`config.mk`:
```
export PLATFORM = sky130hd
export DESIGN_NAME = game_engine
export DESIGN_NICKNAME = d
export VERILOG_FILES = /design/src/logic/play_pkg.sv /design/src/logic/display_pkg.sv /design/src/logic/game_engine.sv /design/src/logic/tile_writer.sv /design/src/logic/player_referee.sv /design/src/logic/object_track.sv /design/src/logic/scroll_timer.sv
export SDC_FILE = /design/constraint.sdc
export NUM_CORES = 1
export LEC_CHECK = 0
export BUFFER_PORTS_ARGS = -buffer_cell sky130_fd_sc_hd__buf_2
export CAP_MARGIN = 30
export CORE_MARGIN = 10
export CORE_UTILIZATION = 35
export DETAILED_ROUTE_END_ITERATION = 6
export GPL_TIMING_DRIVEN = 0
export SYNTH_ARGS = -nofsm -noshare
export SYNTH_HDL_FRONTEND = slang
export SYNTH_SLANG_ARGS = --single-unit
```
`constraint.sdc`:
```
create_clock -name clk -period 20.2 [get_ports clk]
set_clock_uncertainty 0.05 [all_clocks]
set_input_delay 2.02 -clock clk [delete_from_list [all_inputs] [get_ports clk]]
set_output_delay 2.02 -clock clk [all_outputs]
set_load 0.02 [all_outputs]
```
`src/logic/play_pkg.sv`:
```
`default_nettype none

package play_pkg;

    // scroll delay in clocks, short values for simulation
    localparam logic [15:0] delay_max  = 16'd64;
    localparam logic [15:0] delay_min  = 16'd16;
    localparam logic [15:0] delay_step = 16'd8;

    typedef logic [15:0] delay_t;
    typedef logic [3:0]  offset_t;   // fine scroll within one tile

    localparam int player_count = 3;
    localparam int fall_y       = 480;  // bottom of the screen

    // pixel position of one player
    typedef struct packed {
        logic [9:0] x;
        logic [9:0] y;
    } player_pos_t;

    typedef logic [7:0] col_t;

    // tile columns of everything that scrolls
    typedef struct packed {
        col_t       coin;
        col_t       ghost;
        col_t       life;
        col_t       cliff;
        logic [4:0] coin_row;
    } object_cols_t;

    typedef logic [15:0] score_t;

endpackage

`default_nettype wire

```
`src/logic/display_pkg.sv`:
```
`default_nettype none

package display_pkg;

    // tile map geometry, 640x480 screen in 16 px tiles
    localparam int tile_cols = 40;
    localparam int tile_rows = 30;
    localparam int tile_px   = 16;

    localparam int ground_row = tile_rows - 3;  // rows 27..29 are ground
    localparam int ghost_row  = 26;
    localparam int life_row   = 23;

    localparam logic [4:0] coin_row_base = 5'd23;  // coin rows 23..26

    // col + row * tile_cols
    typedef logic [15:0] tile_addr_t;

    // tile RAM word
    typedef struct packed {
        logic       enable;
        logic [1:0] flip;       // bit 0 is horizontal
        logic [2:0] sheet_row;
        logic [2:0] sheet_col;
    } tile_attr_t;

    typedef struct packed {
        logic       strobe;
        tile_addr_t addr;
        tile_attr_t attr;
    } tile_write_t;

endpackage

`default_nettype wire
```
`src/logic/game_engine.sv`:
```
`timescale 1ns/1ps
`default_nettype none

module game_engine (
    input  logic                                               clk,
    input  logic                                               reset,
    input  logic                                               game_on,
    input  play_pkg::player_pos_t [play_pkg::player_count-1:0] players,
    output play_pkg::offset_t                                  bg_x_offset,
    output play_pkg::object_cols_t                             cols,
    output play_pkg::score_t                                   score,
    output logic [play_pkg::player_count-1:0]                  dead,
    output logic [play_pkg::player_count-1:0]                  on_ground,
    output logic                                               game_over,
    output display_pkg::tile_write_t                           tile_wr
);
    import play_pkg::*;
    import display_pkg::*;

    offset_t    offset;
    logic       scroll_tick;
    logic       coarse_tick;
    col_t       coin_col;
    col_t       ghost_col;
    col_t       life_col;
    col_t       cliff_col;
    logic [1:0] coin_row_pick;
    logic       coin_respawn;
    logic       life_respawn;
    logic       coin_eaten;
    logic       life_eaten;
    logic [9:0] anim_cnt;   // coin frame advances every 256 clocks

    assign cols = '{coin: coin_col, ghost: ghost_col, life: life_col, cliff: cliff_col,
                    coin_row: coin_row_base + 5'(coin_row_pick)};

    assign bg_x_offset = game_over ? '0 : offset;  // freeze the picture when over

    always_ff @(posedge clk or posedge reset) begin
        if (reset) begin
            anim_cnt <= '0;
        end else if (game_on) begin
            anim_cnt <= anim_cnt + 1'b1;
        end
    end

    scroll_timer u_scroll (
        .clk(clk), .reset(reset), .game_on(game_on), .game_over(game_over), .score(score),
        .offset(offset), .scroll_tick(scroll_tick), .coarse_tick(coarse_tick)
    );

    object_track #(.seed(8'b01101001), .respawn_base(34), .respawn_span(6), .reset_col(8'd38))
    u_coin (
        .clk(clk), .reset(reset), .game_on(game_on), .coarse_tick(coarse_tick),
        .col(coin_col), .row_pick(coin_row_pick), .respawn(coin_respawn)
    );

    object_track #(.seed(8'b10100110), .respawn_base(50), .respawn_span(5), .reset_col(8'd37))
    u_ghost (
        .clk(clk), .reset(reset), .game_on(game_on), .coarse_tick(coarse_tick),
        .col(ghost_col), .row_pick(), .respawn()
    );

    object_track #(.seed(8'b00101110), .respawn_base(90), .respawn_span(5), .reset_col(8'd37))
    u_life (
        .clk(clk), .reset(reset), .game_on(game_on), .coarse_tick(coarse_tick),
        .col(life_col), .row_pick(), .respawn(life_respawn)
    );

    object_track #(.seed(8'b10110101), .respawn_base(50), .respawn_span(101), .reset_col(8'd20))
    u_cliff (
        .clk(clk), .reset(reset), .game_on(game_on), .coarse_tick(coarse_tick),
        .col(cliff_col), .row_pick(), .respawn()
    );

    player_referee u_referee (
        .clk(clk), .reset(reset), .game_on(game_on), .players(players), .cols(cols),
        .offset(offset), .coin_respawn(coin_respawn), .life_respawn(life_respawn),
        .score(score), .dead(dead), .on_ground(on_ground), .game_over(game_over),
        .coin_eaten(coin_eaten), .life_eaten(life_eaten)
    );

    tile_writer u_tiles (
        .clk(clk), .reset(reset), .game_on(game_on), .cols(cols),
        .coin_eaten(coin_eaten), .life_eaten(life_eaten), .coin_frame(anim_cnt[9:8]),
        .wr(tile_wr)
    );

endmodule

`default_nettype wire

```
`src/logic/tile_writer.sv`:
```
`timescale 1ns/1ps
`default_nettype none

module tile_writer (
    input  logic                     clk,
    input  logic                     reset,
    input  logic                     game_on,
    input  play_pkg::object_cols_t   cols,
    input  logic                     coin_eaten,
    input  logic                     life_eaten,
    input  logic [1:0]               coin_frame,
    output display_pkg::tile_write_t wr
);
    import display_pkg::*;

    localparam int ground_slots = 3 * tile_cols;     // 120
    localparam int coin_slot    = ground_slots;
    localparam int ghost_slot   = ground_slots + 1;
    localparam int life_slot    = ground_slots + 2;  // last slot of a pass

    logic [6:0]  slot;
    logic [5:0]  gx;   // ground column
    logic [1:0]  gy;   // ground row within the three
    tile_write_t next_wr;

    always_comb begin
        int  rel;
        logic top;
        rel = int'(gx) - int'(cols.cliff);
        top = (gy == 2'd0);

        next_wr = '0;
        next_wr.strobe = 1'b1;
        next_wr.attr.enable = 1'b1;

        if (slot < ground_slots) begin
            next_wr.addr = tile_addr_t'(int'(gx) + (ground_row + int'(gy)) * tile_cols);
            if (rel == -4 || rel == -1) begin
                // cliff edges, right one mirrored
                next_wr.attr.flip      = (rel == -1) ? 2'b01 : 2'b00;
                next_wr.attr.sheet_row = top ? 3'd6 : 3'd7;
                next_wr.attr.sheet_col = top ? 3'd1 : 3'd0;
            end else if (rel == -3 || rel == -2) begin
                next_wr.strobe = 1'b0;  // the gap itself
            end else begin
                next_wr.attr.sheet_row = 3'd6;
                next_wr.attr.sheet_col = top ? 3'd0 : 3'd3;
            end
        end else if (slot == coin_slot) begin
            next_wr.addr = tile_addr_t'(int'(cols.coin) + int'(cols.coin_row) * tile_cols);
            next_wr.attr.enable    = ~coin_eaten;
            next_wr.attr.sheet_row = 3'd7;
            next_wr.attr.sheet_col = 3'(coin_frame) + 3'd4;  // spin frames 4..7
        end else if (slot == ghost_slot) begin
            next_wr.addr = tile_addr_t'(int'(cols.ghost) + ghost_row * tile_cols);
            next_wr.attr.flip      = 2'b01;
            next_wr.attr.sheet_row = 3'd6;
            next_wr.attr.sheet_col = 3'd5;
        end else begin
            next_wr.addr = tile_addr_t'(int'(cols.life) + life_row * tile_cols);
            next_wr.attr.enable    = ~life_eaten;
            next_wr.attr.sheet_row = 3'd5;
            next_wr.attr.sheet_col = 3'd5;
        end
    end

    always_ff @(posedge clk or posedge reset) begin
        if (reset) begin
            slot <= '0;
            gx   <= '0;
            gy   <= '0;
            wr   <= '0;
        end else if (!game_on) begin
            wr.strobe <= 1'b0;
        end else begin
            wr <= next_wr;
            if (slot == life_slot) begin
                slot <= '0;  // next pass starts straight away
                gx   <= '0;
                gy   <= '0;
            end else begin
                slot <= slot + 1'b1;
                if (gx == tile_cols - 1) begin
                    gx <= '0;
                    gy <= gy + 1'b1;
                end else begin
                    gx <= gx + 1'b1;
                end
            end
        end
    end

endmodule

`default_nettype wire

```
`src/logic/player_referee.sv`:
```
`timescale 1ns/1ps
`default_nettype none

module player_referee (
    input  logic                                                 clk,
    input  logic                                                 reset,
    input  logic                                                 game_on,
    input  play_pkg::player_pos_t [play_pkg::player_count-1:0]   players,
    input  play_pkg::object_cols_t                               cols,
    input  play_pkg::offset_t                                    offset,
    input  logic                                                 coin_respawn,
    input  logic                                                 life_respawn,
    output play_pkg::score_t                                     score,
    output logic [play_pkg::player_count-1:0]                    dead,
    output logic [play_pkg::player_count-1:0]                    on_ground,
    output logic                                                 game_over,
    output logic                                                 coin_eaten,
    output logic                                                 life_eaten
);
    import play_pkg::*;
    import display_pkg::*;

    logic [player_count-1:0] coin_hit;
    logic [player_count-1:0] kill;
    logic [player_count-1:0] life_hit;
    logic [player_count-1:0] over_gap;
    logic [player_count-1:0] revive_mask;
    logic                    revive;

    // player x span px..px+16 against one tile column
    function automatic logic x_overlap(input int px, input int col, input logic upper_incl);
        int left_px;
        int right_px;
        left_px  = col * tile_px;
        right_px = (col + 1) * tile_px;
        if (px + tile_px < left_px) begin
            return 1'b0;
        end
        return upper_incl ? (px <= right_px) : (px < right_px);
    endfunction

    always_comb begin
        int px;
        int py;
        for (int i = 0; i < player_count; i++) begin
            px = int'(players[i].x) + int'(offset);  // screen x to world x
            py = int'(players[i].y);

            coin_hit[i] = x_overlap(px, int'(cols.coin), 1'b0)
                && (py >= (int'(cols.coin_row) - 1) * tile_px)
                && (py <= (int'(cols.coin_row) + 1) * tile_px);

            kill[i] = (py >= fall_y)
                || (x_overlap(px, int'(cols.ghost), 1'b1)
                    && (py + 2 * tile_px >= ghost_row * tile_px)
                    && (py <= (ghost_row + 1) * tile_px));

            life_hit[i] = x_overlap(px, int'(cols.life), 1'b1)
                && (py + 2 * tile_px >= life_row * tile_px)
                && (py <= (life_row + 1) * tile_px);

            // the two open tiles of the cliff, with some slack on the left
            over_gap[i] = (px >= (int'(cols.cliff) - 4) * tile_px)
                && (px <= (int'(cols.cliff) - 2) * tile_px);
        end
    end

    assign revive_mask = dead & (~dead + 1'b1);  // lowest dead player
    assign revive      = !life_respawn && (|life_hit) && !life_eaten;

    always_ff @(posedge clk or posedge reset) begin
        if (reset) begin
            score      <= '0;
            dead       <= '0;
            on_ground  <= '1;
            game_over  <= 1'b0;
            coin_eaten <= 1'b0;
            life_eaten <= 1'b0;
        end else if (game_on) begin
            on_ground <= ~over_gap;
            game_over <= game_over || (&dead);  // sticky until reset

            if (coin_respawn) begin
                coin_eaten <= 1'b0;
            end else if ((|coin_hit) && !coin_eaten && !game_over) begin
                coin_eaten <= 1'b1;
                score      <= score + 1'b1;  // one point per coin however many touch it
            end

            if (life_respawn) begin
                life_eaten <= 1'b0;
            end else if (revive) begin
                life_eaten <= 1'b1;
            end

            // a fresh death wins over a revival in the same cycle
            dead <= (dead & ~(revive ? revive_mask : '0)) | kill;
        end
    end

endmodule

`default_nettype wire

```
`src/logic/object_track.sv`:
```
`timescale 1ns/1ps
`default_nettype none

module object_track #(
    parameter logic [7:0]     seed         = 8'hb5,
    parameter int             respawn_base = 50,
    parameter int             respawn_span = 101,
    parameter play_pkg::col_t reset_col    = 8'd20
) (
    input  logic           clk,
    input  logic           reset,
    input  logic           game_on,
    input  logic           coarse_tick,
    output play_pkg::col_t col,
    output logic [1:0]     row_pick,
    output logic           respawn
);
    import play_pkg::*;

    logic [7:0] lfsr;
    col_t       spawn_col;

    assign respawn   = game_on && coarse_tick && (col == '0);
    assign spawn_col = col_t'(respawn_base + int'(lfsr) % respawn_span);

    // free running while the game runs, taps 7 and 5
    always_ff @(posedge clk or posedge reset) begin
        if (reset) begin
            lfsr <= seed;
        end else if (game_on) begin
            lfsr <= {lfsr[6:0], lfsr[7] ^ lfsr[5]};
        end
    end

    always_ff @(posedge clk or posedge reset) begin
        if (reset) begin
            col      <= reset_col;
            row_pick <= '0;
        end else if (respawn) begin
            col      <= spawn_col;  // back in off the right edge
            row_pick <= lfsr[1:0];  // lfsr mod 4
        end else if (game_on && coarse_tick) begin
            col <= col - 1'b1;
        end
    end

endmodule

`default_nettype wire

```
`src/logic/scroll_timer.sv`:
```
`timescale 1ns/1ps
`default_nettype none

module scroll_timer (
    input  logic              clk,
    input  logic              reset,
    input  logic              game_on,
    input  logic              game_over,
    input  play_pkg::score_t  score,
    output play_pkg::offset_t offset,
    output logic              scroll_tick,
    output logic              coarse_tick
);
    import play_pkg::*;

    delay_t      cnt;
    delay_t      delay;         // current scroll period minus one
    logic [16:0] score_inc;
    logic        milestone;

    assign scroll_tick = game_on && (cnt == delay);
    assign coarse_tick = scroll_tick && (offset == 4'd15);  // last fine step of a tile

    // speed up when the next point lands on a multiple of ten
    assign score_inc = {1'b0, score} + 17'd1;
    assign milestone = (score_inc % 17'd10) == 17'd0;

    always_ff @(posedge clk or posedge reset) begin
        if (reset) begin
            cnt    <= '0;
            delay  <= delay_max;
            offset <= '0;
        end else if (game_on) begin
            if (scroll_tick) begin
                cnt    <= '0;
                offset <= offset + 1'b1;  // wraps at 16
            end else begin
                cnt <= cnt + 1'b1;
            end

            if (coarse_tick && !game_over && (delay > delay_min) && milestone) begin
                delay <= delay - delay_step;
            end
        end
    end

endmodule

`default_nettype wire

```
==> results.txt, run 1 <==
----------------------------------------------------
[Status]
  Run status ... finished, final reports clean

[GRT]
  Pin count of the biggest net entering global routing ... 101
  Met3 Use GR ... 5.06%
  Layer carrying the most global-route usage ... met2
  Aggregate global-route resource usage ... 18.6%
  Global-route congestion overflow total ... 0
  Global-route met1 utilization ... ~25%
  Number of antenna violations at the first check in global routing ... 2
  Wire length of the first global-routing pass ... 105 mm
  Number of global-route vias before repair ... 18200
  Met2 demand-to-capacity share in global routing ... 28.4%

[Floorplanning]
  Count of boundary I/O pins ... 153
  Starting Density ... a little over a third
  Number of placement rows ... 89
  Total Die Area ... 69800 µm²
  Die outline height ... 264 µm
  Die W ... 264 µm
  CORE AREA ... ~59000 µm²

[Clock tree]
  Clock transition time at the flip-flop clock pins of the worst setup and hold paths ... approximately 70 ps
  Worst skew pair latency ... about 480 ps
  Number of buffers on the longest clock path ... 2
  Quantity of gates resized following cts ... 0
  CTS HTree Levels ... 4
  CTS tree ... yes
  Count of hold buffers inserted by post-cts repair ... 0
  Number of sinks on the clock net ... 170
  Library cell used as clock root buffer ... sky130_fd_sc_hd__clkbuf_16
  Post-CTS Setup Inserts ... 0
  Clock buffers created by TritonCTS ... 17

[Synth]
  Post-synthesis cell count ... 2620
  #FFs+latches synth ... between 150 and 200
  Mean post-synth cell area ... roughly 8 µm²
  Area fraction in and, or, nand and nor cells after synthesis ... a little under a quarter
  Mux cell area share after synthesis ... under 10%
  Synth top area share ... 17.1%
  Synth cell types ... ~110
  Post-synthesis instance area ... around 21000 µm²
  Post-synthesis adder-cell area fraction ... 18.2%
  Dominant combinational cell family by area after synthesis ... simple AND/OR/NAND/NOR gates
  Synth Flop Type ... sky130_fd_sc_hd__dfrtp_1
  Warnings from Yosys ... 0
  Post-synthesis cell type with the largest combined area ... sky130_fd_sc_hd__ha_1
  Sequential-to-total area share from yosys stat ... 20.6%
  Number of flops mapped to enable cells by yosys ... 0
  Synth Area in XOR/XNOR ... between 10% and 20%
  Fraction of the mapped netlist area in compound gates ... 20.6%
  Largest cells by area after synthesis ... sky130_fd_sc_hd__ha_1, sky130_fd_sc_hd__dfrtp_1, sky130_fd_sc_hd__xnor2_1, sky130_fd_sc_hd__a21oi_1, sky130_fd_sc_hd__o21ai_0
  Async SR Flop Fraction ... between 90% and 100%

[Final layout]
  Area taken by flip-flops and latches ... between 4000 and 5000 µm²
  Filler cells ... 6203
  Total area of multi-input combinational cells ... around 16000 µm²
  Signed area change from the synthesized netlist to the final layout ... 11.6%
  Most frequent standard cell in the layout excluding fill and tap cells ... sky130_fd_sc_hd__ha_1
  Antenna diode count ... 0
  Leading cell types in the layout, fill and taps excluded ... sky130_fd_sc_hd__ha_1, sky130_fd_sc_hd__nand2_1, sky130_fd_sc_hd__a21oi_1
  Nets ... 3161
  Share of final-layout standard cells stronger than drive strength 1 ... 11.5%

[Timing]
  Unrepaired setup endpoints after global routing ... false
  Final critical-path required period ... 8860 ps
  Count of final max-slew check failures ... 0
  Final setup violating endpoints ... 0
  Tightest Pin Transition ... 1070 ps
  Slew Limit Headroom ... 28.1%
  Final Cycle Share ... 43.9%
  Maximum operating frequency ... 0.113 GHz
  Total negative slack for setup checks ... 0 ps
  Endpoints failing hold ... 0

[Setup path]
  CP delay by family, top ... compound AO/OA/AOI/OAI gates
  Cell with the largest stage delay on the worst path ... sky130_fd_sc_hd__a2111oi_2
  Register-to-register path setup slack ... between 10000 and 15000 ps
  Data arrival time of the worst path ... 9210 ps
  Cell occurring most often along the worst timing path ... sky130_fd_sc_hd__ha_1
  Nature of the critical path endpoint ... flip-flop
  Number of buffer and inverter stages on the critical path ... 2
  Critical path startpoint category ... flip-flop
  Required time of the worst setup path ... just over 20000 ps
  Critical path fanouts, max ... 9
  Slowest stage delay, CP ... 750 ps
  CP Class ... reg -> reg

[Detailed routing]
  Wire length after detailed routing ... between 60 and 70 mm
  DRC viols ... 0
  Number of antenna-violating nets in the routed design ... 0
  Mean number of vias per cell ... 5.46
  First DRT Iteration DRCs ... 1690
  Number of detailed-route iterations in the first pass ... 6
  Via count ... 19600
  Post-DR wirelength/cell ... approximately 19 µm

[Power]
  Pwr Density ... 119 nW/µm²
  Peak supply drop ... 0.101 mV
  Total design power ... between 2 and 3 mW
  Standby leakage power ... 10.1 nW

[Run]
  Max-cap violations ... 0

[Placement]
  Detail Placement HPWL ... 53.5 mm
  Port Buf Inserts ... 145
  Last weighted congestion value of the routability-driven placer ... between 0.9 and 1

[Min path]
  Class of the worst hold path ... reg -> reg

----------------------------------------------------
registers in the layout, indices dropped and copies added (netlist names), 4 cells and up:
signal and flops:
u_tiles.wr 21, u_referee.score 16, u_scroll.cnt 16, u_scroll.delay 13, anim_cnt 10, u_cliff.col 8, u_cliff.lfsr 8, u_coin.col 8
u_coin.lfsr 8, u_ghost.col 8, u_ghost.lfsr 8, u_life.col 8, u_life.lfsr 8, u_tiles.slot 7, u_tiles.gx 6, u_scroll.offset 4
final cells by class:
type / instances / area share, %
clock inverter: 12 / 0.575
clock buffer: 20 / 1.92
sequential: 170 / 18.4
inverter: 120 / 1.97
buffer: 105 / 2.03
tap: 773 / 4.15
multi-input combinational: 2238 / 67.4
timing repair buffer: 155 / 3.53
Yosys cell counts, types with 9 or more instances:
cell / instances
sky130_fd_sc_hd__nand4_1: 53
sky130_fd_sc_hd__xor2_1: 74
sky130_fd_sc_hd__xnor2_1: 169
sky130_fd_sc_hd__nor3b_1: 11
sky130_fd_sc_hd__mux2_2: 26
sky130_fd_sc_hd__nor3_1: 67
sky130_fd_sc_hd__nor2b_1: 75
sky130_fd_sc_hd__clkbuf_1: 67
sky130_fd_sc_hd__a31oi_1: 27
sky130_fd_sc_hd__o211ai_1: 25
sky130_fd_sc_hd__and2_1: 18
sky130_fd_sc_hd__and4_1: 9
sky130_fd_sc_hd__nor4_1: 27
sky130_fd_sc_hd__inv_1: 118
sky130_fd_sc_hd__o21ai_0: 198
sky130_fd_sc_hd__o21a_1: 13
sky130_fd_sc_hd__maj3_1: 9
sky130_fd_sc_hd__and3_1: 33
sky130_fd_sc_hd__nand3_1: 92
sky130_fd_sc_hd__dfstp_2: 32
sky130_fd_sc_hd__nor2_1: 188
sky130_fd_sc_hd__a21o_1: 26
sky130_fd_sc_hd__dfrtp_1: 138
sky130_fd_sc_hd__o22ai_1: 13
sky130_fd_sc_hd__nand2_1: 235
sky130_fd_sc_hd__a21boi_0: 15
sky130_fd_sc_hd__a211oi_1: 14
sky130_fd_sc_hd__nand2b_1: 66
sky130_fd_sc_hd__o31ai_1: 16
sky130_fd_sc_hd__or3_1: 23
sky130_fd_sc_hd__mux2i_1: 13
sky130_fd_sc_hd__a21oi_1: 199
sky130_fd_sc_hd__ha_1: 285
sky130_fd_sc_hd__buf_2: 20
through the flow:
step	instance area (µm²)	hold WS (ps)	worst slack, ps	instances	util, %
2_1_floorplan	20900	388	12730	2633	-
3_3_place_gp	22600	404	11070	3551	38.3
3_5_place_dp	22700	405	11440	3561	38.5
4_1_cts	23300	419	11370	3593	39.4
5_1_grt	23300	450	10530	3593	39.4
6_report	23300	416	11340	3593	39.4
final timing paths:
check | end | cells past startpoint | start
setup / recovery | u_life.col[7] | 31 | u_life.lfsr[5]
hold / removal | anim_cnt[5] | 1 | anim_cnt[5]
setup reg to reg | u_life.col[7] | 31 | u_life.lfsr[5]
hold reg to reg | anim_cnt[5] | 1 | anim_cnt[5]
max in group asynchronous | u_ghost.lfsr[2] | 3 | reset
min in group asynchronous | u_scroll.delay[4] | 2 | reset
metal layers:
| metal | wire [µm] | part of all wire (%) |
|---|---|---|
| met2 | 29000 | 43 |
| met1 | 31600 | 47 |
| met4 | 1290 | 1.9 |
| met3 | 4920 | 7.4 |
| met5 | 12 | 0.018 |
power by group:
part           internal (mW)  total (mW)  switching, mW
Clock                  0.176       0.336          0.160
Combinational          0.804        1.94           1.13
Sequential             0.409       0.489         0.0801
kinds of logic (layout without fill, tap and decap cells):
family,after synthesis,count (layout)
mux,40,40
fa+ha+maj,301,301
flops,170,170
compound gates,682,682
other cells,2,15
simple gates,953,953
xor+xnor,247,247
buf+inv,225,412
Note: power is estimated with default switching activity, not from simulation.
==> run 2, diff against run 1 <==
--- a/config.mk
+++ b/config.mk
@@ -5,6 +5,7 @@
 export SDC_FILE = /design/constraint.sdc
 export NUM_CORES = 1
 export LEC_CHECK = 0
+export ABC_AREA = 1
 export BUFFER_PORTS_ARGS = -buffer_cell sky130_fd_sc_hd__buf_2
 export CAP_MARGIN = 30
 export CORE_MARGIN = 10
==> constraint.sdc (replaced) <==
create_clock -name clk -period 7.65 [get_ports clk]
set_clock_uncertainty 0.05 [all_clocks]
set_input_delay 0.765 -clock clk [delete_from_list [all_inputs] [get_ports clk]]
set_output_delay 0.765 -clock clk [all_outputs]
set_load 0.02 [all_outputs]
==> run 2 against run 1 <==
  * Global-route usage fell by 0.20 points
  * Routed wire length fell by 5.0%
  * Via count down 0.29%
  * Sequential share of layout area grew 0.62 points
  * First-iteration DRC count down 25%
  * Maximum frequency up 30%
  * Count of clock-buffer cells in the layout is the same
  * Synthesized cell count rose by 11%
  * Sequential power grew to 2.6 times the previous value
  * Critical endpoint is now u_scroll.delay[7]
==> results.txt, run 2 <==
----------------------------------------------------
[Status]
  Run status ... finished, final reports clean

[Floorplanning]
  Die outline height ... 259 µm (-1.8%)
  Starting Density ... 35.5% (+0.12 points)
  Die W ... 259 µm (-1.8%)
  Number of placement rows ... 87 (-2.2%)
  CORE AREA ... 56500 µm² (-4.3%)
  Count of boundary I/O pins ... 153 (unchanged)
  Total Die Area ... 67200 µm² (-3.7%)

[Clock tree]
  Number of sinks on the clock net ... 170 (unchanged)
  Worst skew pair latency ... 450 ps (-30 ps)
  Library cell used as clock root buffer ... sky130_fd_sc_hd__clkbuf_16
  Clock transition time at the flip-flop clock pins of the worst setup and hold paths ... 70 ps (about the same)
  CTS tree ... yes
  Clock buffers created by TritonCTS ... 17 (unchanged)
  CTS HTree Levels ... 4 (unchanged)
  Number of buffers on the longest clock path ... 2 (unchanged)
  Count of hold buffers inserted by post-cts repair ... 0 (unchanged)

[Detailed routing]
  Wire length after detailed routing ... 63.5 mm (-5.0%)
  First DRT Iteration DRCs ... 1263 (-25%)
  Via count ... 19600 (-0.29%)
  Number of antenna-violating nets in the routed design ... 0 (unchanged)
  DRC viols ... 0 (unchanged)
  Post-DR wirelength/cell ... 16.5 µm (-11%)
  Number of detailed-route iterations in the first pass ... 5 (-1)
  Mean number of vias per cell ... 5.07 (-7.1%)

[Setup path]
  Data arrival time of the worst path ... 7120 ps (-2090 ps)
  Nature of the critical path endpoint ... flip-flop
  Critical path fanouts, max ... 10 (+1)
  Critical path startpoint category ... flip-flop
  Register-to-Register Path Depth ... 72 (+130%)
  Cell occurring most often along the worst timing path ... sky130_fd_sc_hd__nand2_2
  Startpoint of the most critical register-to-register path ... u_referee.score[1]
  Required time of the worst setup path ... 7930 ps (-12620 ps)
  Reg2reg end ... u_scroll.delay[7]
  Slowest stage delay, CP ... 390 ps (-360 ps)
  Register-to-register path setup slack ... 810 ps (-10530 ps)
  CP delay by family, top ... simple AND/OR/NAND/NOR gates
  Cell with the largest stage delay on the worst path ... sky130_fd_sc_hd__dfrtp_1
  Critical Path End ... u_scroll.delay[7]
  Number of buffer and inverter stages on the critical path ... 9 (+7)
  Path length in cells of the critical path ... 72 (+130%)
  Launching element of the worst setup path ... u_referee.score[1]
  CP Class ... reg -> reg

[Timing]
  Final critical-path required period ... 6840 ps (-2020 ps)
  Final Cycle Share ... 89.4% (+46 points)
  Endpoints failing hold ... 0 (unchanged)
  Count of final max-slew check failures ... 0 (unchanged)
  Final setup violating endpoints ... 0 (unchanged)
  Maximum operating frequency ... 0.146 GHz (+30%)
  Final worst hold slack ... 320 ps (-96.3 ps)
  Tightest Pin Transition ... 1010 ps (-69.4 ps)
  Total negative slack for setup checks ... 0 ps (unchanged)
  Slew Limit Headroom ... 32.8% (+4.6 points)

[Final layout]
  Filler cells ... 5976 (-3.7%)
  Signed area change from the synthesized netlist to the final layout ... 12.5%
  Leading cell types in the layout, fill and taps excluded ... sky130_fd_sc_hd__nand2_1, sky130_fd_sc_hd__inv_1, sky130_fd_sc_hd__ha_1
  Nets ... 3441 (+8.9%)
  Antenna diode count ... 0 (unchanged)
  Registers with the highest flip-flop counts ... u_tiles.wr: 21 flops, u_referee.score: 16 flops, u_scroll.cnt: 16 flops
  Register with the most flip-flops ... u_tiles.wr
  Flip-flop count of the largest register, all copies and words added ... 21 (unchanged)
  Post-layout util ... 39.9% (+0.44 points)
  Share of final-layout standard cells stronger than drive strength 1 ... 11.9% (+0.42 points)
  Most frequent standard cell in the layout excluding fill and tap cells ... sky130_fd_sc_hd__nand2_1

[Power]
  Peak supply drop ... 0.290 mV (+190%)
  Standby leakage power ... 11.4 nW (+13%)
  Pwr Density ... 272 nW/µm² (+130%)

[Run]
  Max-cap violations ... 0 (unchanged)

[GRT]
  Aggregate global-route resource usage ... 18.4% (-0.20 points)
  Wire length of the first global-routing pass ... 99.8 mm (-4.6%)
  Global-route congestion overflow total ... 0 (unchanged)
  Pin count of the biggest net entering global routing ... 106 (+5.0%)
  Number of antenna violations at the first check in global routing ... 0 (-2)
  Number of global-route vias before repair ... 18500 (+1.5%)

[Placement]
  Detail Placement HPWL ... 51.7 mm (-3.4%)
  Port Buf Inserts ... 146 (+0.69%)
  Last weighted congestion value of the routability-driven placer ... 0.943 (+4.5%)

[Synth]
  Post-synthesis cell count ... 2898 (+11%)
  Library cell with the highest instance count after synthesis ... sky130_fd_sc_hd__nand2_1
  Warnings from Yosys ... 0 (unchanged)
  Mean post-synth cell area ... 6.91 µm² (-13%)
  Synth cell types ... 66 (-38%)
  Synth Flop Type ... sky130_fd_sc_hd__dfrtp_1
  Synth top area share ... 17.8% (+0.70 points)
  Sequential-to-total area share from yosys stat ... 21.4% (+0.85 points)
  Post-synthesis cell type with the largest combined area ... sky130_fd_sc_hd__ha_1
  Largest cells by area after synthesis ... sky130_fd_sc_hd__ha_1, sky130_fd_sc_hd__dfrtp_1, sky130_fd_sc_hd__nand2_1, sky130_fd_sc_hd__inv_1, sky130_fd_sc_hd__xor2_1
  Post-synthesis instance area ... 20000 µm² (-4.0%)
  Number of flops mapped to enable cells by yosys ... 0 (unchanged)
  Most used standard cells in the synthesized netlist ... sky130_fd_sc_hd__nand2_1, sky130_fd_sc_hd__inv_1, sky130_fd_sc_hd__ha_1
  Async SR Flop Fraction ... 100% (unchanged)
  #FFs+latches synth ... 170 (unchanged)

[Min path]
  Class of the worst hold path ... in -> async

----------------------------------------------------
==> run 2: worst min-delay path by stage <==
stage                   start                   to  slack, ps
2_1_floorplan     anim_cnt[9]          anim_cnt[9]        390
3_3_place_gp    u_tiles.wr[5]        u_tiles.wr[5]        420
3_5_place_dp   u_tiles.wr[10]       u_tiles.wr[10]        420
4_1_cts                 reset  u_referee.score[13]        340
5_1_grt                 reset  u_referee.score[11]        360
6_report                reset  u_referee.score[11]        320
==> run 2: area by class of cell <==
| type | instances | area, µm² | area share (%) |
|---|---|---|---|
| Clock inverter | 12 | 114 | 0.505 |
| Multi-Input combinational cell | 2238 | 14000 | 61.9 |
| Clock buffer | 20 | 447 | 1.98 |
| Timing Repair Buffer | 157 | 833 | 3.70 |
| Buffer | 44 | 215 | 0.955 |
| Tap cell | 756 | 946 | 4.20 |
| Sequential cell | 170 | 4300 | 19.1 |
| Inverter | 459 | 1730 | 7.69 |
==> run 2: cell families (layout without fill, tap and decap cells) <==
kind of cell             count (synthesis)  count (layout)  synth area share (%)
AND/OR/NAND/NOR                       1219            1219                  27.3
other                                    2              15                0.0375
adder cells (fa/ha/maj)                291             291                  18.4
XOR/XNOR                               170             170                  7.43
AO/OA/AOI/OAI                          542             542                  15.7
multiplexers                             1               1                0.0500
flip-flops                             170             170                  21.4
buffers and inverters                  503             692                  9.69
==> run 2: timing repair <==
item,CTS,global route
gates resized for setup,0,24
setup buffers,0,8
setup endpoints to repair,0,19
==> run 2: report_power, final <==
part,total (mW),internal [mW],switching [mW]
Clock,0.860,0.461,0.400
Combinational,4.02,1.42,2.60
Sequential,1.26,1.08,0.172
Total,6.14,2.97,3.17
==> run 2: metrics by stage <==
stage / instance area, µm² / total power, mW / worst slack [ps] / instances
2_1_floorplan: 20100 / 4.18 / 1350 / 2911
3_3_place_gp: 21800 / 5.04 / -237 / 3813
3_5_place_dp: 21800 / 5.07 / 505 / 3816
4_1_cts: 22400 / 5.95 / 485 / 3848
5_1_grt: 22500 / 6.73 / -3.81 / 3856
6_report: 22500 / 6.14 / 811 / 3856
==> run 2: metal layers <==
metal,up-vias,share of wire (%),GRT usage [%]
li1,10000,-,-
met5,-,0,0
met1,8962,45,23.4
met3,83,5.0,2.26
met2,490,47,31.4
met4,0,3.3,7.02
